File: src/verilog/wb_settings.svh
`ifndef WB_SETTINGS_SVH
`define WB_SETTINGS_SVH

// Active frame, 16x8 by default
`define WB_H_ACT        16
`define WB_V_ACT        8

// Coordinate field widths
`define WB_X_W          8
`define WB_Y_W          4

// log2 of the active area, average is a plain shift
`define WB_AREA_SHIFT   7
`define WB_SUM_W        (8 + `WB_AREA_SHIFT + 1)

// Dark frame when every sum stays at or below 4 per pixel
`define WB_DARK_THRESH  (4 * `WB_H_ACT * `WB_V_ACT)

`define WB_PIX_LATENCY  4
`define WB_GAIN_ONE     16'h0100

// APB byte offsets
`define WB_ADDR_CTRL    8'h00
`define WB_ADDR_STATUS  8'h04
`define WB_ADDR_GAIN_R  8'h08
`define WB_ADDR_GAIN_G  8'h0C
`define WB_ADDR_GAIN_B  8'h10

`endif

File: src/verilog/wb_pkg.sv
`include "wb_settings.svh"

package wb_pkg;

    // Unsigned 8.8, 0x0100 is unity
    typedef logic [15:0] gain_t;

    typedef enum logic [1:0] {
        DIV_IDLE,
        DIV_RUN,
        DIV_NEXT
    } div_state_e;

    typedef enum logic [7:0] {
        REG_CTRL   = `WB_ADDR_CTRL,
        REG_STATUS = `WB_ADDR_STATUS,
        REG_GAIN_R = `WB_ADDR_GAIN_R,
        REG_GAIN_G = `WB_ADDR_GAIN_G,
        REG_GAIN_B = `WB_ADDR_GAIN_B
    } reg_addr_e;

endpackage : wb_pkg

File: src/verilog/video_if.sv
`timescale 1ns/10ps
`include "wb_settings.svh"

// One pixel beat per clock, valid while de is high
interface video_if;

    logic               hsync;
    logic               vsync;
    logic               de;
    logic [7:0]         r;
    logic [7:0]         g;
    logic [7:0]         b;
    logic [`WB_X_W-1:0] x;
    logic [`WB_Y_W-1:0] y;

    modport src (
        output hsync, vsync, de, r, g, b, x, y
    );

    modport snk (
        input  hsync, vsync, de, r, g, b, x, y
    );

endinterface : video_if

// Frame sums, held between valid pulses
interface stats_if;

    logic [`WB_SUM_W-1:0] sum_r;
    logic [`WB_SUM_W-1:0] sum_g;
    logic [`WB_SUM_W-1:0] sum_b;
    logic                 sums_valid;

    modport src (
        output sum_r, sum_g, sum_b, sums_valid
    );

    modport snk (
        input  sum_r, sum_g, sum_b, sums_valid
    );

endinterface : stats_if

File: src/verilog/frame_stats.sv
`timescale 1ns/10ps
`include "wb_settings.svh"

module frame_stats (
    input  logic clk,
    input  logic rstn,
    video_if.snk vid,
    input  logic i_update_req,
    stats_if.src st,
    output logic o_refresh
);

    logic                 vsync_d;
    logic                 vs_rise;
    logic                 vs_fall;
    logic                 upd_pend;
    logic                 frame_dark;
    logic [`WB_SUM_W-1:0] cur_r;
    logic [`WB_SUM_W-1:0] cur_g;
    logic [`WB_SUM_W-1:0] cur_b;

    assign vs_rise = vid.vsync & ~vsync_d;
    assign vs_fall = ~vid.vsync & vsync_d;

    assign frame_dark = (cur_r <= `WB_DARK_THRESH) &&
                        (cur_g <= `WB_DARK_THRESH) &&
                        (cur_b <= `WB_DARK_THRESH);

    always_ff @(posedge clk or negedge rstn) begin
        if (!rstn) begin
            vsync_d <= 1'b0;
        end else begin
            vsync_d <= vid.vsync;
        end
    end

    // Request held until the next frame starts
    always_ff @(posedge clk or negedge rstn) begin
        if (!rstn) begin
            upd_pend <= 1'b0;
        end else if (i_update_req) begin
            upd_pend <= 1'b1;
        end else if (vs_fall) begin
            upd_pend <= 1'b0;
        end
    end

    // Decided once per frame at vsync rise
    always_ff @(posedge clk or negedge rstn) begin
        if (!rstn) begin
            o_refresh <= 1'b1;
        end else if (vs_rise) begin
            o_refresh <= upd_pend | frame_dark;
        end
    end

    // Running sums, frozen while refresh is low
    always_ff @(posedge clk or negedge rstn) begin
        if (!rstn) begin
            cur_r <= '0;
            cur_g <= '0;
            cur_b <= '0;
        end else if (o_refresh) begin
            if (vs_fall) begin
                cur_r <= '0;
                cur_g <= '0;
                cur_b <= '0;
            end else if (vid.de) begin
                cur_r <= cur_r + {{(`WB_SUM_W-8){1'b0}}, vid.r};
                cur_g <= cur_g + {{(`WB_SUM_W-8){1'b0}}, vid.g};
                cur_b <= cur_b + {{(`WB_SUM_W-8){1'b0}}, vid.b};
            end
        end
    end

    always_ff @(posedge clk) begin
        if (o_refresh && vs_fall) begin
            st.sum_r <= cur_r;
            st.sum_g <= cur_g;
            st.sum_b <= cur_b;
        end
    end

    always_ff @(posedge clk or negedge rstn) begin
        if (!rstn) begin
            st.sums_valid <= 1'b0;
        end else begin
            st.sums_valid <= o_refresh & vs_fall;
        end
    end

endmodule : frame_stats

File: src/verilog/gain_calc.sv
`timescale 1ns/10ps
`include "wb_settings.svh"

module gain_calc import wb_pkg::*; (
    input  logic  clk,
    input  logic  rstn,
    stats_if.snk  st,
    output gain_t o_gain_r,
    output gain_t o_gain_g,
    output gain_t o_gain_b,
    output logic  o_gain_busy
);

    div_state_e  state;
    logic [1:0]  ch;
    logic [3:0]  cnt;
    logic [7:0]  avg [3];
    logic [7:0]  target;
    logic [7:0]  divisor;
    logic [7:0]  rem;
    logic [15:0] quo;
    gain_t       shadow [2];

    logic [9:0]  avg_sum;
    logic [9:0]  target_w;
    logic [8:0]  rem_sh;
    logic [8:0]  diff;
    logic        fits;
    logic [15:0] quo_nxt;
    gain_t       gain_done;

    // Gray target straight from the incoming sums
    always_comb begin
        avg_sum  = {2'b00, st.sum_r[`WB_AREA_SHIFT +: 8]} +
                   {2'b00, st.sum_g[`WB_AREA_SHIFT +: 8]} +
                   {2'b00, st.sum_b[`WB_AREA_SHIFT +: 8]};
        target_w = avg_sum / 10'd3;
    end

    // One restoring step per clock
    always_comb begin
        rem_sh    = {rem, quo[15]};
        diff      = rem_sh - {1'b0, divisor};
        fits      = rem_sh >= {1'b0, divisor};
        quo_nxt   = {quo[14:0], fits};
        gain_done = (divisor == 8'd0) ? `WB_GAIN_ONE : quo_nxt;
    end

    always_ff @(posedge clk or negedge rstn) begin
        if (!rstn) begin
            state       <= DIV_IDLE;
            ch          <= 2'd0;
            cnt         <= 4'd0;
            o_gain_busy <= 1'b0;
            o_gain_r    <= `WB_GAIN_ONE;
            o_gain_g    <= `WB_GAIN_ONE;
            o_gain_b    <= `WB_GAIN_ONE;
        end else begin
            case (state)
                DIV_IDLE: begin
                    if (st.sums_valid) begin
                        ch          <= 2'd0;
                        o_gain_busy <= 1'b1;
                        state       <= DIV_NEXT;
                    end
                end
                DIV_NEXT: begin
                    cnt   <= 4'd0;
                    state <= DIV_RUN;
                end
                DIV_RUN: begin
                    cnt <= cnt + 4'd1;
                    if (cnt == 4'd15) begin
                        if (ch == 2'd2) begin
                            // All three land together
                            o_gain_r    <= shadow[0];
                            o_gain_g    <= shadow[1];
                            o_gain_b    <= gain_done;
                            o_gain_busy <= 1'b0;
                            state       <= DIV_IDLE;
                        end else begin
                            ch    <= ch + 2'd1;
                            state <= DIV_NEXT;
                        end
                    end
                end
                default: state <= DIV_IDLE;
            endcase
        end
    end

    always_ff @(posedge clk) begin
        if (state == DIV_IDLE && st.sums_valid) begin
            avg[0] <= st.sum_r[`WB_AREA_SHIFT +: 8];
            avg[1] <= st.sum_g[`WB_AREA_SHIFT +: 8];
            avg[2] <= st.sum_b[`WB_AREA_SHIFT +: 8];
            target <= target_w[7:0];
        end
        if (state == DIV_NEXT) begin
            divisor <= avg[ch];
            rem     <= 8'd0;
            quo     <= {target, 8'h00};
        end else if (state == DIV_RUN) begin
            rem <= fits ? diff[7:0] : rem_sh[7:0];
            quo <= quo_nxt;
            if (cnt == 4'd15 && ch != 2'd2) begin
                shadow[ch[0]] <= gain_done;
            end
        end
    end

endmodule : gain_calc

File: src/verilog/pixel_correct.sv
`timescale 1ns/10ps
`include "wb_settings.svh"

module pixel_correct import wb_pkg::*; (
    input  logic  clk,
    input  logic  rstn,
    video_if.snk  vid_in,
    input  gain_t i_gain_r,
    input  gain_t i_gain_g,
    input  gain_t i_gain_b,
    input  logic  i_en,
    video_if.src  vid_out
);

    localparam int DLY = `WB_PIX_LATENCY - 1;
    localparam int DW  = `WB_X_W + `WB_Y_W + 24;

    gain_t              gain [3];
    logic [7:0]         pix_s1 [3];
    logic [23:0]        prod_s2 [3];
    logic [7:0]         sat_s3 [3];
    logic [2:0]         ctl_d [DLY];
    logic [DW-1:0]      dat_d [DLY];
    logic [`WB_X_W-1:0] x_d;
    logic [`WB_Y_W-1:0] y_d;
    logic [7:0]         org_r;
    logic [7:0]         org_g;
    logic [7:0]         org_b;

    always_comb begin
        gain[0] = i_gain_r;
        gain[1] = i_gain_g;
        gain[2] = i_gain_b;
    end

    assign {x_d, y_d, org_r, org_g, org_b} = dat_d[DLY-1];

    // Stages 1 to 3, multiply then saturate
    always_ff @(posedge clk) begin
        pix_s1[0] <= vid_in.r;
        pix_s1[1] <= vid_in.g;
        pix_s1[2] <= vid_in.b;
        for (int i = 0; i < 3; i++) begin
            prod_s2[i] <= pix_s1[i] * gain[i];
            sat_s3[i]  <= (|prod_s2[i][23:16]) ? 8'hFF : prod_s2[i][15:8];
        end
    end

    // Side data aligned with sat_s3
    always_ff @(posedge clk) begin
        dat_d[0] <= {vid_in.x, vid_in.y, vid_in.r, vid_in.g, vid_in.b};
        for (int i = 1; i < DLY; i++) begin
            dat_d[i] <= dat_d[i-1];
        end
    end

    always_ff @(posedge clk or negedge rstn) begin
        if (!rstn) begin
            for (int i = 0; i < DLY; i++) begin
                ctl_d[i] <= 3'b000;
            end
        end else begin
            ctl_d[0] <= {vid_in.hsync, vid_in.vsync, vid_in.de};
            for (int i = 1; i < DLY; i++) begin
                ctl_d[i] <= ctl_d[i-1];
            end
        end
    end

    // Stage 4, output select
    always_ff @(posedge clk or negedge rstn) begin
        if (!rstn) begin
            vid_out.hsync <= 1'b0;
            vid_out.vsync <= 1'b0;
            vid_out.de    <= 1'b0;
        end else begin
            {vid_out.hsync, vid_out.vsync, vid_out.de} <= ctl_d[DLY-1];
        end
    end

    always_ff @(posedge clk) begin
        vid_out.x <= x_d;
        vid_out.y <= y_d;
        vid_out.r <= i_en ? sat_s3[0] : org_r;
        vid_out.g <= i_en ? sat_s3[1] : org_g;
        vid_out.b <= i_en ? sat_s3[2] : org_b;
    end

endmodule : pixel_correct

File: src/verilog/wb_apb_regs.sv
`timescale 1ns/10ps

module wb_apb_regs import wb_pkg::*; (
    input  logic        clk,
    input  logic        rstn,
    input  logic        i_psel,
    input  logic        i_penable,
    input  logic        i_pwrite,
    input  logic [7:0]  i_paddr,
    input  logic [31:0] i_pwdata,
    input  logic        i_refresh,
    input  logic        i_gain_busy,
    input  gain_t       i_gain_r,
    input  gain_t       i_gain_g,
    input  gain_t       i_gain_b,
    output logic [31:0] o_prdata,
    output logic        o_pready,
    output logic        o_pslverr,
    output logic        o_en,
    output logic        o_update_req
);

    reg_addr_e addr;
    logic      access;
    logic      ctrl_wr;
    logic      mapped;

    assign addr     = reg_addr_e'(i_paddr);
    assign access   = i_psel & i_penable;
    assign ctrl_wr  = access & i_pwrite & (addr == REG_CTRL);

    // Zero wait states
    assign o_pready  = 1'b1;
    assign o_pslverr = access & ~mapped;

    always_comb begin
        mapped   = 1'b1;
        o_prdata = 32'h0;
        case (addr)
            REG_CTRL:   o_prdata = {31'h0, o_en};
            REG_STATUS: o_prdata = {30'h0, i_gain_busy, i_refresh};
            REG_GAIN_R: o_prdata = {16'h0, i_gain_r};
            REG_GAIN_G: o_prdata = {16'h0, i_gain_g};
            REG_GAIN_B: o_prdata = {16'h0, i_gain_b};
            default:    mapped   = 1'b0;
        endcase
    end

    // Update bit is self-clearing, reads back as 0
    always_ff @(posedge clk or negedge rstn) begin
        if (!rstn) begin
            o_en         <= 1'b0;
            o_update_req <= 1'b0;
        end else begin
            o_update_req <= ctrl_wr & i_pwdata[1];
            if (ctrl_wr) begin
                o_en <= i_pwdata[0];
            end
        end
    end

endmodule : wb_apb_regs

File: src/verilog/white_balance_top.sv
`timescale 1ns/10ps
`include "wb_settings.svh"

module white_balance_top import wb_pkg::*; (
    input  logic               clk,
    input  logic               rstn,
    input  logic               i_hsync,
    input  logic               i_vsync,
    input  logic               i_de,
    input  logic [7:0]         i_r,
    input  logic [7:0]         i_g,
    input  logic [7:0]         i_b,
    input  logic [`WB_X_W-1:0] i_x,
    input  logic [`WB_Y_W-1:0] i_y,
    input  logic               i_psel,
    input  logic               i_penable,
    input  logic               i_pwrite,
    input  logic [7:0]         i_paddr,
    input  logic [31:0]        i_pwdata,
    output logic               o_hsync,
    output logic               o_vsync,
    output logic               o_de,
    output logic [7:0]         o_r,
    output logic [7:0]         o_g,
    output logic [7:0]         o_b,
    output logic [`WB_X_W-1:0] o_x,
    output logic [`WB_Y_W-1:0] o_y,
    output logic [31:0]        o_prdata,
    output logic               o_pready,
    output logic               o_pslverr
);

    gain_t gain_r;
    gain_t gain_g;
    gain_t gain_b;
    logic  gain_busy;
    logic  wb_en;
    logic  update_req;
    logic  refresh;

    video_if u_vid_in ();
    video_if u_vid_out ();
    stats_if u_stats ();

    // Stream ports into the input interface
    assign u_vid_in.hsync = i_hsync;
    assign u_vid_in.vsync = i_vsync;
    assign u_vid_in.de    = i_de;
    assign u_vid_in.r     = i_r;
    assign u_vid_in.g     = i_g;
    assign u_vid_in.b     = i_b;
    assign u_vid_in.x     = i_x;
    assign u_vid_in.y     = i_y;

    assign o_hsync = u_vid_out.hsync;
    assign o_vsync = u_vid_out.vsync;
    assign o_de    = u_vid_out.de;
    assign o_r     = u_vid_out.r;
    assign o_g     = u_vid_out.g;
    assign o_b     = u_vid_out.b;
    assign o_x     = u_vid_out.x;
    assign o_y     = u_vid_out.y;

    frame_stats u_frame_stats (
        .clk         (clk),
        .rstn        (rstn),
        .vid         (u_vid_in.snk),
        .i_update_req(update_req),
        .st          (u_stats.src),
        .o_refresh   (refresh)
    );

    gain_calc u_gain_calc (
        .clk        (clk),
        .rstn       (rstn),
        .st         (u_stats.snk),
        .o_gain_r   (gain_r),
        .o_gain_g   (gain_g),
        .o_gain_b   (gain_b),
        .o_gain_busy(gain_busy)
    );

    pixel_correct u_pixel_correct (
        .clk     (clk),
        .rstn    (rstn),
        .vid_in  (u_vid_in.snk),
        .i_gain_r(gain_r),
        .i_gain_g(gain_g),
        .i_gain_b(gain_b),
        .i_en    (wb_en),
        .vid_out (u_vid_out.src)
    );

    wb_apb_regs u_wb_apb_regs (
        .clk         (clk),
        .rstn        (rstn),
        .i_psel      (i_psel),
        .i_penable   (i_penable),
        .i_pwrite    (i_pwrite),
        .i_paddr     (i_paddr),
        .i_pwdata    (i_pwdata),
        .i_refresh   (refresh),
        .i_gain_busy (gain_busy),
        .i_gain_r    (gain_r),
        .i_gain_g    (gain_g),
        .i_gain_b    (gain_b),
        .o_prdata    (o_prdata),
        .o_pready    (o_pready),
        .o_pslverr   (o_pslverr),
        .o_en        (wb_en),
        .o_update_req(update_req)
    );

endmodule : white_balance_top
File: config.mk
export PLATFORM = sky130hd
export DESIGN_NAME = white_balance_top
export DESIGN_NICKNAME = d
export VERILOG_FILES = /design/src/verilog/wb_pkg.sv /design/src/verilog/video_if.sv /design/src/verilog/frame_stats.sv /design/src/verilog/gain_calc.sv /design/src/verilog/pixel_correct.sv /design/src/verilog/wb_apb_regs.sv /design/src/verilog/white_balance_top.sv
export VERILOG_INCLUDE_DIRS = /design/src /design/src/verilog
export SDC_FILE = /design/constraint.sdc
export NUM_CORES = 1
export LEC_CHECK = 0
export ABC_AREA = 0
export BUFFER_PORTS_ARGS = -buffer_cell sky130_fd_sc_hd__clkbuf_2
export CAP_MARGIN = 25
export CORE_ASPECT_RATIO = 1.5
export CORE_MARGIN = 4
export CORE_UTILIZATION = 31
export DETAILED_ROUTE_END_ITERATION = 16
export PLACE_DENSITY = 0.43
export REMOVE_ABC_BUFFERS = 1
export SLEW_MARGIN = 10
export SYNTH_ARGS = -nofsm -noshare
export SYNTH_HDL_FRONTEND = slang
export SYNTH_HIERARCHICAL = 1
export SYNTH_SLANG_ARGS = --single-unit
File: constraint.sdc
create_clock -name clk -period 14.3 [get_ports clk]
set_input_delay 0.715 -clock clk [delete_from_list [all_inputs] [get_ports clk]]
set_output_delay 0.715 -clock clk [all_outputs]
set_load 0.05 [all_outputs]
==> insert_results.sql <==
INSERT INTO impl_metrics (metric_group, metric, value, unit) VALUES
('run_status', 'status', 'finished, final reports clean', ''),
('job', 'timing.max_cap.violations', '0', ''),
('sta', 'final_max_slew_viol_count', '0', ''),
('sta', 'rel_slew_slack', '33.1', '%'),
('sta', 'achievable_clock_frequency', '179', 'MHz'),
('die', 'core_area', '92900', 'um2'),
('clocking', 'cts-buffers-inserted', '50', ''),
('sta', 'worst-slew-pin-transition', '1.00', 'ns'),
('detailed_routing', 'avgRoutedWirePerCell', '17.8', 'um'),
('placement', 'hpwl', '54700', 'um'),
('global_route', 'largest_net_degree_at_the_start_of_global_routing', '68', ''),
('clocking', 'worst_skew_pair.late_latency', '0.61', 'ns'),
('pwr', 'switching_share', '33.8', '%'),
('logic_synthesis', 'syn_area', '28900', 'um2'),
('sta', 'setup_viol', '0', ''),
('setup_path', 'critical_path.slowest_cell', 'sky130_fd_sc_hd__dfxtp_1', ''),
('pwr', 'p_leak', '15.4', 'nW'),
('setup_path', 'critical_path_peak_fanout', '17', ''),
('global_route', 'overflow_left_after_global_routing', '0', ''),
('setup_path', 'number_of_buffers_and_inverters_on_the_critical_path', '3', ''),
('placement', 'gp_congestion', '0.780', ''),
('detailed_routing', 'detailedRoute.firstPassIterationCount', '5', ''),
('setup_path', 'worst_path_dominant_cell_family', 'adder cells', ''),
('logic_synthesis', 'count_of_warnings_emitted_by_yosys', '6', ''),
('clocking', 'clk_path_buf_depth', '3', ''),
('detailed_routing', 'detailed_route_wire_length', '73100', 'um'),
('die', 'std_cell_rows', '137', ''),
('cells_and_area', 'post_route_cells_drive_above_1_share', '13.0', '%'),
('sta', 'period_share', '39.2', '%'),
('pwr', 'powerDensity', '125', 'nW/um2'),
('global_route', 'grt_pass1_wl', '118000', 'um'),
('placement', 'dp_cells', '4020', ''),
('setup_path', 'critical_path.startpoint_type', 'flop', ''),
('clocking', 'clock_tree.htree_level_count', '2', ''),
('sta', 'setup_tns', '0', 'ns'),
('global_route', 'grt.total_usage', '15.0', '%'),
('global_route', 'grt_pass1_vias', '21200', ''),
('cells_and_area', 'design.final.nets', '3339', ''),
('setup_path', 'criticalPathCategory', 'reg2reg', ''),
('die', 'floorplan.die.width', '258', 'um'),
('clocking', 'cts_tree', 'built', ''),
('clocking', 'cts-hold-fix-buffers', '0', ''),
('die', 'pin_count', '157', ''),
('detailed_routing', 'post_route_drc_violation_count', '0', ''),
('clocking', 'worst_setup_hold_path_clk_slew', '0.07', 'ns'),
('setup_path', 'crit_path_cell_trace', 'nand2_1 -> fa_1 -> fa_1 -> inv_1 -> fa_1 -> inv_1 -> fa_1 -> inv_1 -> ha_1 -> a21o_1 -> o211ai_1 -> a21boi_0 -> o21ai_0 -> a2bb2oi_1 -> a311oi_1 -> a311o_1', ''),
('setup_path', 'end_kind', 'flop', ''),
('sta', 'grt_setup_unrepaired', 'no', ''),
('clocking', 'cts_num_sinks', '459', ''),
('setup_path', 'cp_common_cell', 'sky130_fd_sc_hd__fa_1', ''),
('sta', 'fin_skew', '0.0252', 'ns'),
('clocking', 'cts_setup_buffers', '0', ''),
('die', 'die_footprint', '98400', 'um2'),
('logic_synthesis', 'netlist_instances', '2713', ''),
('pwr', 'pwr-share-seq', '39.7', '%'),
('cells_and_area', 'final_cells', '4115', ''),
('pwr', 'clockPowerShare', '33.1', '%'),
('min_path', 'hold_wc_path_type', 'in2async', ''),
('pwr', 'p_int', '0.00270', 'W'),
('pwr', 'combPwrFrac', '27.2', '%'),
('sta', 'fin_crit', '5.60', 'ns'),
('detailed_routing', 'vias_per_cell', '4.73', ''),
('detailed_routing', 'postRouteAntennaNets', '0', ''),
('detailed_routing', 'initialDrtViolationCount', '801', ''),
('die', 'die-height', '382', 'um'),
('global_route', 'antenna_violations_before_repair', '3', ''),
('setup_path', 'worst_path_largest_cell_delay', '0.92', 'ns'),
('clocking', 'cts_resized', '0', ''),
('clocking', 'cts-root-buf', 'sky130_fd_sc_hd__clkbuf_16', ''),
('sta', 'timing_hold_violations_final', '0', ''),
('cells_and_area', 'area_growth_syn_to_layout', '12.6', '%'),
('detailed_routing', 'num_vias', '19500', ''),
('pwr', 'peakVddDrop', '0.0659', 'mV'),
('die', 'floorplan.initialDensity', '31.2', '%'),
('setup_path', 'worstPathArrival', '6.09', 'ns'),
('logic_synthesis', 'synth_area_per_cell', '10.7', 'um2'),
('placement', 'portBuffers', '109', ''),
('setup_path', 'timing.critical_path.required', '14.79', 'ns'),
('pwr', 'netSwitchingPower', '0.00138', 'W');
==> layout make-up <==
type / count / area, um2
Clock buffer: 66 / 1470
Clock inverter: 25 / 264
Antenna cell: 1 / 2.50
Tap cell: 1251 / 1570
Fill cell: 9448 / 60300
Sequential cell: 459 / 10900
Timing Repair Buffer: 129 / 697
Multi-Input combinational cell: 1818 / 16400
Inverter: 366 / 1370
==> worst paths after layout <==
check | slack (ns) | cells past startpoint | endpoint | start
setup / recovery | 8.70 | 16 | u_pixel_correct/prod_s2[0][46] | u_pixel_correct/dat_d[0][10]
setup reg to reg | 8.70 | 16 | u_pixel_correct/prod_s2[0][46] | u_pixel_correct/dat_d[0][10]
hold / removal | 0.08 | 1 | u_frame_stats/cur_b[3] | rstn
hold reg to reg | 0.32 | 0 | u_pixel_correct/dat_d[0][65] | u_pixel_correct/dat_d[0][29]
min in group clk | 0.20 | 1 | u_pixel_correct/dat_d[0][35] | i_x[7]
max in group asynchronous | 12.92 | 2 | u_gain_calc/ch[0] | rstn
==> per-stage QoR <==
stage | hold slack (ns) | instance area [um2] | util (%) | worst slack, ns | total power, W
floorplan | 0.310 | 28600 | - | 9.59 | 0.00241
global placement | 0.310 | 30800 | 33.2 | 8.75 | 0.00271
detailed placement | 0.312 | 30900 | 33.2 | 8.72 | 0.00274
CTS | 0.0938 | 32600 | 35.1 | 8.71 | 0.00413
global route | 0.117 | 32600 | 35.1 | 8.37 | 0.00432
finish | 0.0820 | 32600 | 35.1 | 8.70 | 0.00408
==> cells in the final DEF, fill, tap and decap left out, types with 12 or more instances in the layout <==
master                        n
sky130_fd_sc_hd__inv_1      365
sky130_fd_sc_hd__and2_1     328
sky130_fd_sc_hd__fa_1       262
sky130_fd_sc_hd__dfxtp_1    232
sky130_fd_sc_hd__nand2_1    176
sky130_fd_sc_hd__ha_1       169
sky130_fd_sc_hd__dfrtp_1    119
sky130_fd_sc_hd__clkbuf_2   108
sky130_fd_sc_hd__edfxtp_1   104
sky130_fd_sc_hd__mux2_2      89
sky130_fd_sc_hd__a21oi_1     88
sky130_fd_sc_hd__nor2_1      85
sky130_fd_sc_hd__o21ai_0     74
sky130_fd_sc_hd__clkbuf_16   55
sky130_fd_sc_hd__xnor2_1     40
sky130_fd_sc_hd__nand3_1     36
sky130_fd_sc_hd__a21o_1      31
sky130_fd_sc_hd__mux2i_1     30
sky130_fd_sc_hd__or2_2       30
sky130_fd_sc_hd__nand2b_1    25
sky130_fd_sc_hd__xor2_1      24
sky130_fd_sc_hd__a211oi_1    19
sky130_fd_sc_hd__nor3_1      19
sky130_fd_sc_hd__buf_4       18
sky130_fd_sc_hd__nor2b_1     17
sky130_fd_sc_hd__a22oi_1     17
sky130_fd_sc_hd__conb_1      17
sky130_fd_sc_hd__and3_1      15
sky130_fd_sc_hd__nor4_1      15
sky130_fd_sc_hd__a22o_1      14
sky130_fd_sc_hd__nand4_1     14
sky130_fd_sc_hd__or3_1       12
==> routing by layer <==
layer / global-route usage, % / share of wire (%)
met3: 1.91 / 2.9
met2: 28.9 / 54
met1: 17.1 / 40
met5: 0 / 0
met4: 4.45 / 2.8
==> sequential cells by signal, summed over array words and instances (netlist names), 24 cells and up <==
signal	cells
u_gain_calc/shadow	32
u_pixel_correct/dat_d	108
u_gain_calc/avg	24
u_pixel_correct/prod_s2	48
u_pixel_correct/sat_s3	24
==> power groups by stage <==
stage / Combinational, W / Sequential, W / Clock [W]
floorplan: 0.000802 / 0.00161 / 0
global placement: 0.00107 / 0.00164 / 0
detailed placement: 0.00110 / 0.00165 / 0
CTS: 0.00110 / 0.00162 / 0.00141
global route: 0.00123 / 0.00164 / 0.00145
finish: 0.00111 / 0.00162 / 0.00135
No activity file was read; power rests on OpenSTA's default activity.
